File: config.mk
export PLATFORM = sky130hd
export DESIGN_NAME = board_top
export DESIGN_NICKNAME = d
export VERILOG_FILES = /design/src/source/board_pkg.sv /design/src/source/video_pkg.sv /design/src/source/reset_stretch.sv /design/src/source/btn_ctrl.sv /design/src/source/video_timing.sv /design/src/source/pattern_gen.sv /design/src/source/vga_out.sv /design/src/source/board_top.sv
export SDC_FILE = /design/constraint.sdc
export NUM_CORES = 1
export LEC_CHECK = 0
export BUFFER_PORTS_ARGS = -buffer_cell sky130_fd_sc_hd__buf_4
export CAP_MARGIN = 20
export CELL_PAD_IN_SITES_DETAIL_PLACEMENT = 1
export CELL_PAD_IN_SITES_GLOBAL_PLACEMENT = 2
export CORE_ASPECT_RATIO = 0.8
export CORE_UTILIZATION = 40
export DETAILED_ROUTE_END_ITERATION = 7
export PLACE_DENSITY = 0.86
export SLEW_MARGIN = 20
export SYNTH_ARGS = -nofsm -noshare
export SYNTH_HDL_FRONTEND = slang
export SYNTH_SLANG_ARGS = --single-unit
File: constraint.sdc
create_clock -name clk_25mhz -period 9.2 [get_ports clk_25mhz]
set_input_delay 0.92 -clock clk_25mhz [delete_from_list [all_inputs] [get_ports clk_25mhz]]
set_output_delay 0.92 -clock clk_25mhz [all_outputs]
set_load 0.03 [all_outputs]
File: src/source/board_pkg.sv
`default_nettype none

package board_pkg;

  // board resources
  localparam int NUM_LEDS = 8;
  localparam int NUM_BTNS = 7;

  // vga dac on the gp header
  localparam int COLOR_DEPTH = 6;
  localparam int GP_WIDTH    = 28;

  // button roles
  localparam int BTN_READY = 0;
  localparam int BTN_NEXT  = 1;
  localparam int BTN_PREV  = 2;

endpackage

`default_nettype wire

File: src/source/video_pkg.sv
`default_nettype none

package video_pkg;

  typedef enum logic [1:0] {
    PAT_BARS,
    PAT_GRAD,
    PAT_CHECK,
    PAT_SCROLL
  } pattern_e;

  // timing at one pixel, syncs are active low
  typedef struct packed {
    logic        hs;
    logic        vs;
    logic        active;
    logic        frame_start;
    logic [10:0] x;
    logic [10:0] y;
  } vid_timing_t;

  typedef struct packed {
    logic [board_pkg::COLOR_DEPTH-1:0] r;
    logic [board_pkg::COLOR_DEPTH-1:0] g;
    logic [board_pkg::COLOR_DEPTH-1:0] b;
  } rgb_t;

  typedef struct packed {
    logic hs;
    logic vs;
    logic active;
    rgb_t rgb;
  } pixel_t;

endpackage

`default_nettype wire

File: src/source/reset_stretch.sv
`timescale 1ns/1ps
`default_nettype none

module reset_stretch #(
  parameter int RESET_CYCLES = 16
) (
  input  wire  clk_25mhz,
  input  wire  rst_n,
  input  logic ready,
  output logic design_rst_n
);

  localparam int CW = $clog2(RESET_CYCLES + 1);

  logic [CW-1:0] cnt;

  always_ff @(posedge clk_25mhz or negedge rst_n) begin
    if (!rst_n) begin
      cnt          <= CW'(RESET_CYCLES);
      design_rst_n <= 1'b0;
    end else if (!ready) begin
      // hold while the ready button is released
      cnt          <= CW'(RESET_CYCLES);
      design_rst_n <= 1'b0;
    end else if (cnt != '0) begin
      cnt          <= cnt - 1'b1;
      design_rst_n <= (cnt == CW'(1));
    end else begin
      design_rst_n <= 1'b1;
    end
  end

  // release only after ready was high for the whole stretch
  a_no_release_unready: assert property (
    @(posedge clk_25mhz) disable iff (!rst_n)
    $rose(design_rst_n) |-> $past(ready) && $past(ready, RESET_CYCLES)
  );

endmodule

`default_nettype wire

File: src/source/btn_ctrl.sv
`timescale 1ns/1ps
`default_nettype none

module btn_ctrl (
  input  wire                            clk_25mhz,
  input  wire                            rst_n,
  input  wire  [board_pkg::NUM_BTNS-1:0] btns,
  output video_pkg::pattern_e            pattern,
  output logic [board_pkg::NUM_LEDS-1:0] leds
);

  // bit 0 is next, bit 1 is prev
  logic [1:0] sync1;
  logic [1:0] sync2;
  logic [1:0] seen;
  logic [1:0] rise;
  logic [5:0] press_cnt;

  assign rise = sync2 & ~seen;

  always_ff @(posedge clk_25mhz or negedge rst_n) begin
    if (!rst_n) begin
      sync1 <= '0;
      sync2 <= '0;
      seen  <= '0;
    end else begin
      sync1 <= {btns[board_pkg::BTN_PREV], btns[board_pkg::BTN_NEXT]};
      sync2 <= sync1;
      seen  <= sync2;
    end
  end

  always_ff @(posedge clk_25mhz or negedge rst_n) begin
    if (!rst_n) begin
      pattern   <= video_pkg::PAT_BARS;
      press_cnt <= '0;
    end else begin
      unique case (rise)
        2'b01: begin
          pattern   <= video_pkg::pattern_e'(pattern + 2'd1);
          press_cnt <= press_cnt + 6'd1;
        end
        2'b10: begin
          pattern   <= video_pkg::pattern_e'(pattern - 2'd1);
          press_cnt <= press_cnt + 6'd1;
        end
        // both at once counts as no press
        default: begin
          pattern   <= pattern;
          press_cnt <= press_cnt;
        end
      endcase
    end
  end

  assign leds = {press_cnt, pattern};

endmodule

`default_nettype wire

File: src/source/video_timing.sv
`timescale 1ns/1ps
`default_nettype none

module video_timing #(
  parameter int H_ACTIVE = 640,
  parameter int H_FRONT  = 16,
  parameter int H_SYNC   = 96,
  parameter int H_BACK   = 48,
  parameter int V_ACTIVE = 480,
  parameter int V_FRONT  = 10,
  parameter int V_SYNC   = 2,
  parameter int V_BACK   = 33
) (
  input  wire                    clk_25mhz,
  input  wire                    rst_n,
  output video_pkg::vid_timing_t tim
);

  localparam int H_TOTAL  = H_ACTIVE + H_FRONT + H_SYNC + H_BACK;
  localparam int V_TOTAL  = V_ACTIVE + V_FRONT + V_SYNC + V_BACK;
  localparam int HS_START = H_ACTIVE + H_FRONT;
  localparam int HS_END   = HS_START + H_SYNC;
  localparam int VS_START = V_ACTIVE + V_FRONT;
  localparam int VS_END   = VS_START + V_SYNC;

  logic [10:0] hcnt;
  logic [10:0] vcnt;
  logic        line_end;
  logic        frame_end;

  assign line_end  = (hcnt == 11'(H_TOTAL - 1));
  assign frame_end = (vcnt == 11'(V_TOTAL - 1));

  always_ff @(posedge clk_25mhz or negedge rst_n) begin
    if (!rst_n) begin
      hcnt <= '0;
      vcnt <= '0;
    end else if (line_end) begin
      hcnt <= '0;
      vcnt <= frame_end ? 11'd0 : vcnt + 11'd1;
    end else begin
      hcnt <= hcnt + 11'd1;
    end
  end

  always_ff @(posedge clk_25mhz or negedge rst_n) begin
    if (!rst_n) begin
      tim.hs          <= 1'b1;
      tim.vs          <= 1'b1;
      tim.active      <= 1'b0;
      tim.frame_start <= 1'b0;
      tim.x           <= '0;
      tim.y           <= '0;
    end else begin
      tim.hs          <= !(hcnt >= 11'(HS_START) && hcnt < 11'(HS_END));
      tim.vs          <= !(vcnt >= 11'(VS_START) && vcnt < 11'(VS_END));
      tim.active      <= (hcnt < 11'(H_ACTIVE)) && (vcnt < 11'(V_ACTIVE));
      tim.frame_start <= (hcnt == '0) && (vcnt == '0);
      tim.x           <= hcnt;
      tim.y           <= vcnt;
    end
  end

  // x must wrap before the line total
  a_x_in_range: assert property (
    @(posedge clk_25mhz) disable iff (!rst_n)
    tim.x < 11'(H_TOTAL)
  );

endmodule

`default_nettype wire

File: src/source/pattern_gen.sv
`timescale 1ns/1ps
`default_nettype none

module pattern_gen #(
  parameter int H_ACTIVE = 640
) (
  input  wire                    clk_25mhz,
  input  wire                    rst_n,
  input  video_pkg::vid_timing_t tim,
  input  video_pkg::pattern_e    pattern,
  output video_pkg::pixel_t      pix
);

  localparam int CD = board_pkg::COLOR_DEPTH;

  video_pkg::pattern_e pat_q;
  video_pkg::pattern_e pat_now;
  logic [7:0]          frame_q;
  logic [7:0]          frame_now;
  logic                started;
  logic [13:0]         bar_full;
  logic [2:0]          bar;
  logic [10:0]         scroll_x;
  video_pkg::rgb_t     rgb;

  always_comb begin
    // new pattern and frame count take effect at pixel 0 of the frame
    pat_now   = tim.frame_start ? pattern : pat_q;
    frame_now = (tim.frame_start && started) ? frame_q + 8'd1 : frame_q;
    bar_full  = {tim.x, 3'b000} / 14'(H_ACTIVE);
    bar       = bar_full[2:0];
    scroll_x  = tim.x + {3'b000, frame_now};
    rgb       = '0;
    unique case (pat_now)
      video_pkg::PAT_BARS: begin
        rgb.r = {CD{bar[2]}};
        rgb.g = {CD{bar[1]}};
        rgb.b = {CD{bar[0]}};
      end
      video_pkg::PAT_GRAD: begin
        rgb.r = tim.x[CD-1:0];
        rgb.g = tim.y[CD-1:0];
      end
      video_pkg::PAT_CHECK: begin
        if (tim.x[3] ^ tim.y[3]) begin
          rgb = '1;
        end
      end
      video_pkg::PAT_SCROLL: begin
        rgb.r = scroll_x[CD-1:0];
        rgb.b = tim.y[CD-1:0];
      end
      default: rgb = '0;
    endcase
  end

  always_ff @(posedge clk_25mhz or negedge rst_n) begin
    if (!rst_n) begin
      pat_q   <= video_pkg::PAT_BARS;
      frame_q <= '0;
      started <= 1'b0;
      pix     <= '{hs: 1'b1, vs: 1'b1, active: 1'b0, rgb: '0};
    end else begin
      pat_q      <= pat_now;
      frame_q    <= frame_now;
      started    <= started | tim.frame_start;
      pix.hs     <= tim.hs;
      pix.vs     <= tim.vs;
      pix.active <= tim.active;
      pix.rgb    <= rgb;
    end
  end

endmodule

`default_nettype wire

File: src/source/vga_out.sv
`timescale 1ns/1ps
`default_nettype none

module vga_out (
  input  wire                            clk_25mhz,
  input  wire                            rst_n,
  input  video_pkg::pixel_t              pix,
  output logic [board_pkg::GP_WIDTH-1:0] gp
);

  localparam int CD = board_pkg::COLOR_DEPTH;

  logic            hs_q;
  logic            vs_q;
  video_pkg::rgb_t rgb_q;

  always_ff @(posedge clk_25mhz or negedge rst_n) begin
    if (!rst_n) begin
      hs_q  <= 1'b1;
      vs_q  <= 1'b1;
      rgb_q <= '0;
    end else begin
      hs_q  <= pix.hs;
      vs_q  <= pix.vs;
      // black outside the visible region
      rgb_q <= pix.active ? pix.rgb : '0;
    end
  end

  // gp header wiring, blue runs lsb first
  always_comb begin
    gp    = '0;
    gp[0] = vs_q;
    gp[1] = hs_q;
    for (int i = 0; i < CD; i++) begin
      gp[2 + i]          = rgb_q.r[CD - 1 - i];
      gp[2 + CD + i]     = rgb_q.g[CD - 1 - i];
      gp[2 + 2 * CD + i] = rgb_q.b[i];
    end
  end

  a_blank_black: assert property (
    @(posedge clk_25mhz) disable iff (!rst_n)
    !pix.active |=> (gp[2 + 3 * CD - 1:2] == '0)
  );

endmodule

`default_nettype wire

File: src/source/board_top.sv
`timescale 1ns/1ps
`default_nettype none

module board_top #(
  parameter int H_ACTIVE     = 640,
  parameter int H_FRONT      = 16,
  parameter int H_SYNC       = 96,
  parameter int H_BACK       = 48,
  parameter int V_ACTIVE     = 480,
  parameter int V_FRONT      = 10,
  parameter int V_SYNC       = 2,
  parameter int V_BACK       = 33,
  parameter int RESET_CYCLES = 16
) (
  input  wire                            clk_25mhz,
  input  wire                            rst_n,
  input  wire  [board_pkg::NUM_BTNS-1:0] btns,
  output logic [board_pkg::NUM_LEDS-1:0] leds,
  output logic [board_pkg::GP_WIDTH-1:0] gp
);

  logic                   design_rst_n;
  video_pkg::pattern_e    pattern;
  video_pkg::vid_timing_t tim;
  video_pkg::pixel_t      pix;

  reset_stretch #(
    .RESET_CYCLES (RESET_CYCLES)
  ) reset_stretch_i (
    .clk_25mhz    (clk_25mhz),
    .rst_n        (rst_n),
    .ready        (btns[board_pkg::BTN_READY]),
    .design_rst_n (design_rst_n)
  );

  btn_ctrl btn_ctrl_i (
    .clk_25mhz (clk_25mhz),
    .rst_n     (design_rst_n),
    .btns      (btns),
    .pattern   (pattern),
    .leds      (leds)
  );

  video_timing #(
    .H_ACTIVE (H_ACTIVE),
    .H_FRONT  (H_FRONT),
    .H_SYNC   (H_SYNC),
    .H_BACK   (H_BACK),
    .V_ACTIVE (V_ACTIVE),
    .V_FRONT  (V_FRONT),
    .V_SYNC   (V_SYNC),
    .V_BACK   (V_BACK)
  ) video_timing_i (
    .clk_25mhz (clk_25mhz),
    .rst_n     (design_rst_n),
    .tim       (tim)
  );

  pattern_gen #(
    .H_ACTIVE (H_ACTIVE)
  ) pattern_gen_i (
    .clk_25mhz (clk_25mhz),
    .rst_n     (design_rst_n),
    .tim       (tim),
    .pattern   (pattern),
    .pix       (pix)
  );

  vga_out vga_out_i (
    .clk_25mhz (clk_25mhz),
    .rst_n     (design_rst_n),
    .pix       (pix),
    .gp        (gp)
  );

endmodule

`default_nettype wire

==> flow_metrics.tcl <==
set metrics [dict create \
    cts_resized 0 \
    wl_um 10700 \
    final_hold_viol_count 0 \
    syn_area_um2 4940 \
    synth-seq-cells 113 \
    final_common_cell "dfrtp_1" \
    nets 504 \
    ctsHoldBuffers 0 \
    io_pins 45 \
    ir_drop_v 0.000135 \
    cts_buffers 17 \
    maxCapViolCount 0 \
    final_cell_mix "dfrtp_1, nand2_1, buf_4" \
    layoutNonFillerInstCount 640 \
    fin_skew_ns 0.0135 \
    swShare 0.255 \
    slew_headroom 0.376 \
    drt-vias-per-instance 5.21 \
    dieArea_um2 12800 \
    start_kind "flop" \
    pwr-share-clk 0.491 \
    cts-root-buf "clkbuf_16" \
    die_w_um 126 \
    yosysSeqAreaShare 0.574 \
    firstDrtPassIters 4 \
    intPower_mw 1.15 \
    timing.fmax_mhz 364 \
    synth.distinct_cells 65 \
    critPathKind "reg -> reg" \
    dp_slack_ns 6.48 \
    dieHeight_um 101 \
    grt_pass1_vias 3637 \
    grt_usage 0.188 \
    coreArea_um2 11800 \
    worstMarginPinSlew_ns 0.923 \
    cts_setup_buffers 0 \
    grt_pass1_wl_um 18300 \
    ant_nets 0 \
    setup_slack_ns 6.45 \
    crit_path_end_kind "flop" \
    setup_viol 0 \
    cts_tree "done" \
    power_density_nw_per_um2 258 \
    clkTransAtPathRegs_ns 0.05 \
    cp.required_ns 9.46 \
    endpoint "pattern_gen_i.pix[17]" \
    p_sw_uw 393 \
    drc_errors 0 \
    cts.sinks 113 \
    clock_latency_ns 0.41 \
    cp_max_fo 8 \
    reg2reg_depth 9 \
    leakage_nw 2.78 \
    hpwlAfterDp_um 7240 \
    wl_per_cell_um 16.7 \
    syn_to_final_growth_pct 20.8 \
    place_inst 608 \
    power_frac_seq 0.381 \
    timing.rr.end "pattern_gen_i.pix[17]" \
    gp_congestion 0.787 \
    p_comb_frac 0.128 \
    tns_ns 0 \
    crit_path_start "video_timing_i.tim[22]" \
    synth_edf_count 0 \
    r2r-start "video_timing_i.tim[22]" \
    drt_iter0_markers 179 \
    ys.flop_type "dfrtp_1" \
    finalCritPeriodShare 0.299 \
    antenna_found_initial 0 \
    port_buffers 32 \
    outcome "finished, final reports clean" \
    avgSynthCellArea_um2 11.3 \
    htree_levels 4 \
    final_max_slew_viol_count 0 \
    num_rows 35 \
    fillerInstances 1245 \
    post-route-min-period_ns 2.75 \
    diodes 0 \
    grt-ovfl-total 0 \
    arrival_ns 3.01 \
    ff2ff_setup_slack_ns 6.45 \
    clock_path_buffers 2 \
    grt_max_degree 70 \
    rsz0062_at_grt "false" \
    num_vias 3335 \
    drive_gt1_frac 0.179 \
    min_path_type "reg -> async" \
    synthCells 437 \
    initial_core_util 0.420 \
    synthArstFlopShare 1.00 \
    ys_warn_count 0 \
]
==> metal layers <==
layer	vias to the layer above	wire length, um	global-route usage
li1	1575	-	-
met1	1686	4960	0.235
met2	56	5280	0.309
met3	18	292	0.0497
met4	0	180	0.0834
met5	-	0	0
==> Yosys cell counts, drive strengths merged (5+ instances only) <==
master / instances / area [um^2]
clkbuf: 5 / 28.8
nor3: 12 / 60.1
and2: 21 / 131
inv: 18 / 67.6
nand4: 8 / 50.1
nand3: 15 / 75.1
o21bai: 5 / 37.5
ha: 15 / 188
nand2: 41 / 154
a21oi: 11 / 58.8
dfstp: 7 / 184
nor2: 21 / 78.8
xor2: 13 / 114
o21ai: 27 / 135
dfrtp: 106 / 2650
xnor2: 18 / 158
mux2i: 5 / 50.1
or3: 5 / 36.3
nand2b: 7 / 43.8
buf: 14 / 110
==> through the flow <==
step,power [mW],hold WS [ns],instance area (um^2),util
floorplan,0.718,0.331,4970,-
detailed placement,0.797,0.325,5280,0.448
global placement,0.782,0.317,5280,0.448
CTS,1.56,0.296,5970,0.507
finish,1.54,0.295,5970,0.507
global route,1.61,0.302,5970,0.507
==> flip-flops by register name, summed over array words and instances (netlist names), 5 cells and up <==
signal / cells
vga_out_i.gp: 18
pattern_gen_i.pix: 21
video_timing_i.tim: 21
reset_stretch_i.cnt: 5
video_timing_i.vcnt: 11
btn_ctrl_i.press_cnt: 6
pattern_gen_i.frame_q: 6
video_timing_i.hcnt: 11
==> area by class of cell <==
| class | count | area [um^2] | share of cell area |
|---|---|---|---|
| Sequential cell | 113 | 2840 | 0.476 |
| Clock inverter | 9 | 200 | 0.0335 |
| Tap cell | 148 | 185 | 0.0310 |
| Inverter | 19 | 71.3 | 0.0119 |
| Clock buffer | 23 | 488 | 0.0817 |
| Multi-Input combinational cell | 293 | 1920 | 0.322 |
| Timing Repair Buffer | 35 | 263 | 0.0440 |
==> worst max-delay path: stages (launching register included) <==
cell	delay, ns
dfrtp_1	0.48
nand2_1	0.17
mux2_2	0.38
ha_1	0.31
a211oi_1	0.36
o21bai_1	0.14
a21oi_1	0.22
mux2i_1	0.31
xnor2_1	0.15
o21ai_0	0.09
==> cells by family (layout without fill, tap and decap cells) <==
kind of cell	Yosys count	after routing	share of synthesized area
AO/OA/AOI/OAI	72	72	0.0995
XOR/XNOR	31	31	0.0549
adder cells (fa/ha/maj)	16	16	0.0420
buffers and inverters	38	86	0.0425
flip-flops	113	113	0.574
multiplexers	7	7	0.0147
other	1	8	0.000759
AND/OR/NAND/NOR	159	159	0.172
==> how the worst min path moves through the flow <==
stage	end	slack, ns	cells after the start
after global placement	video_timing_i.hcnt[6]	0.32	0
after CTS	reset_stretch_i.cnt[1]	0.30	1
after detailed placement	video_timing_i.hcnt[6]	0.32	0
after global routing	reset_stretch_i.cnt[0]	0.30	1
final	video_timing_i.hcnt[6]	0.30	0
after floorplan	btn_ctrl_i.sync2[0]	0.33	0
==> power by group through the flow <==
stage          sequential, mW  clock [mW]  combinational, mW
2_1_floorplan           0.639           0             0.0795
3_3_place_gp            0.591           0              0.191
4_1_cts                 0.588       0.772              0.202
5_1_grt                 0.595       0.794              0.218
3_5_place_dp            0.596           0              0.201
6_report                0.586       0.756              0.197
No activity file was read; power rests on OpenSTA's default activity.
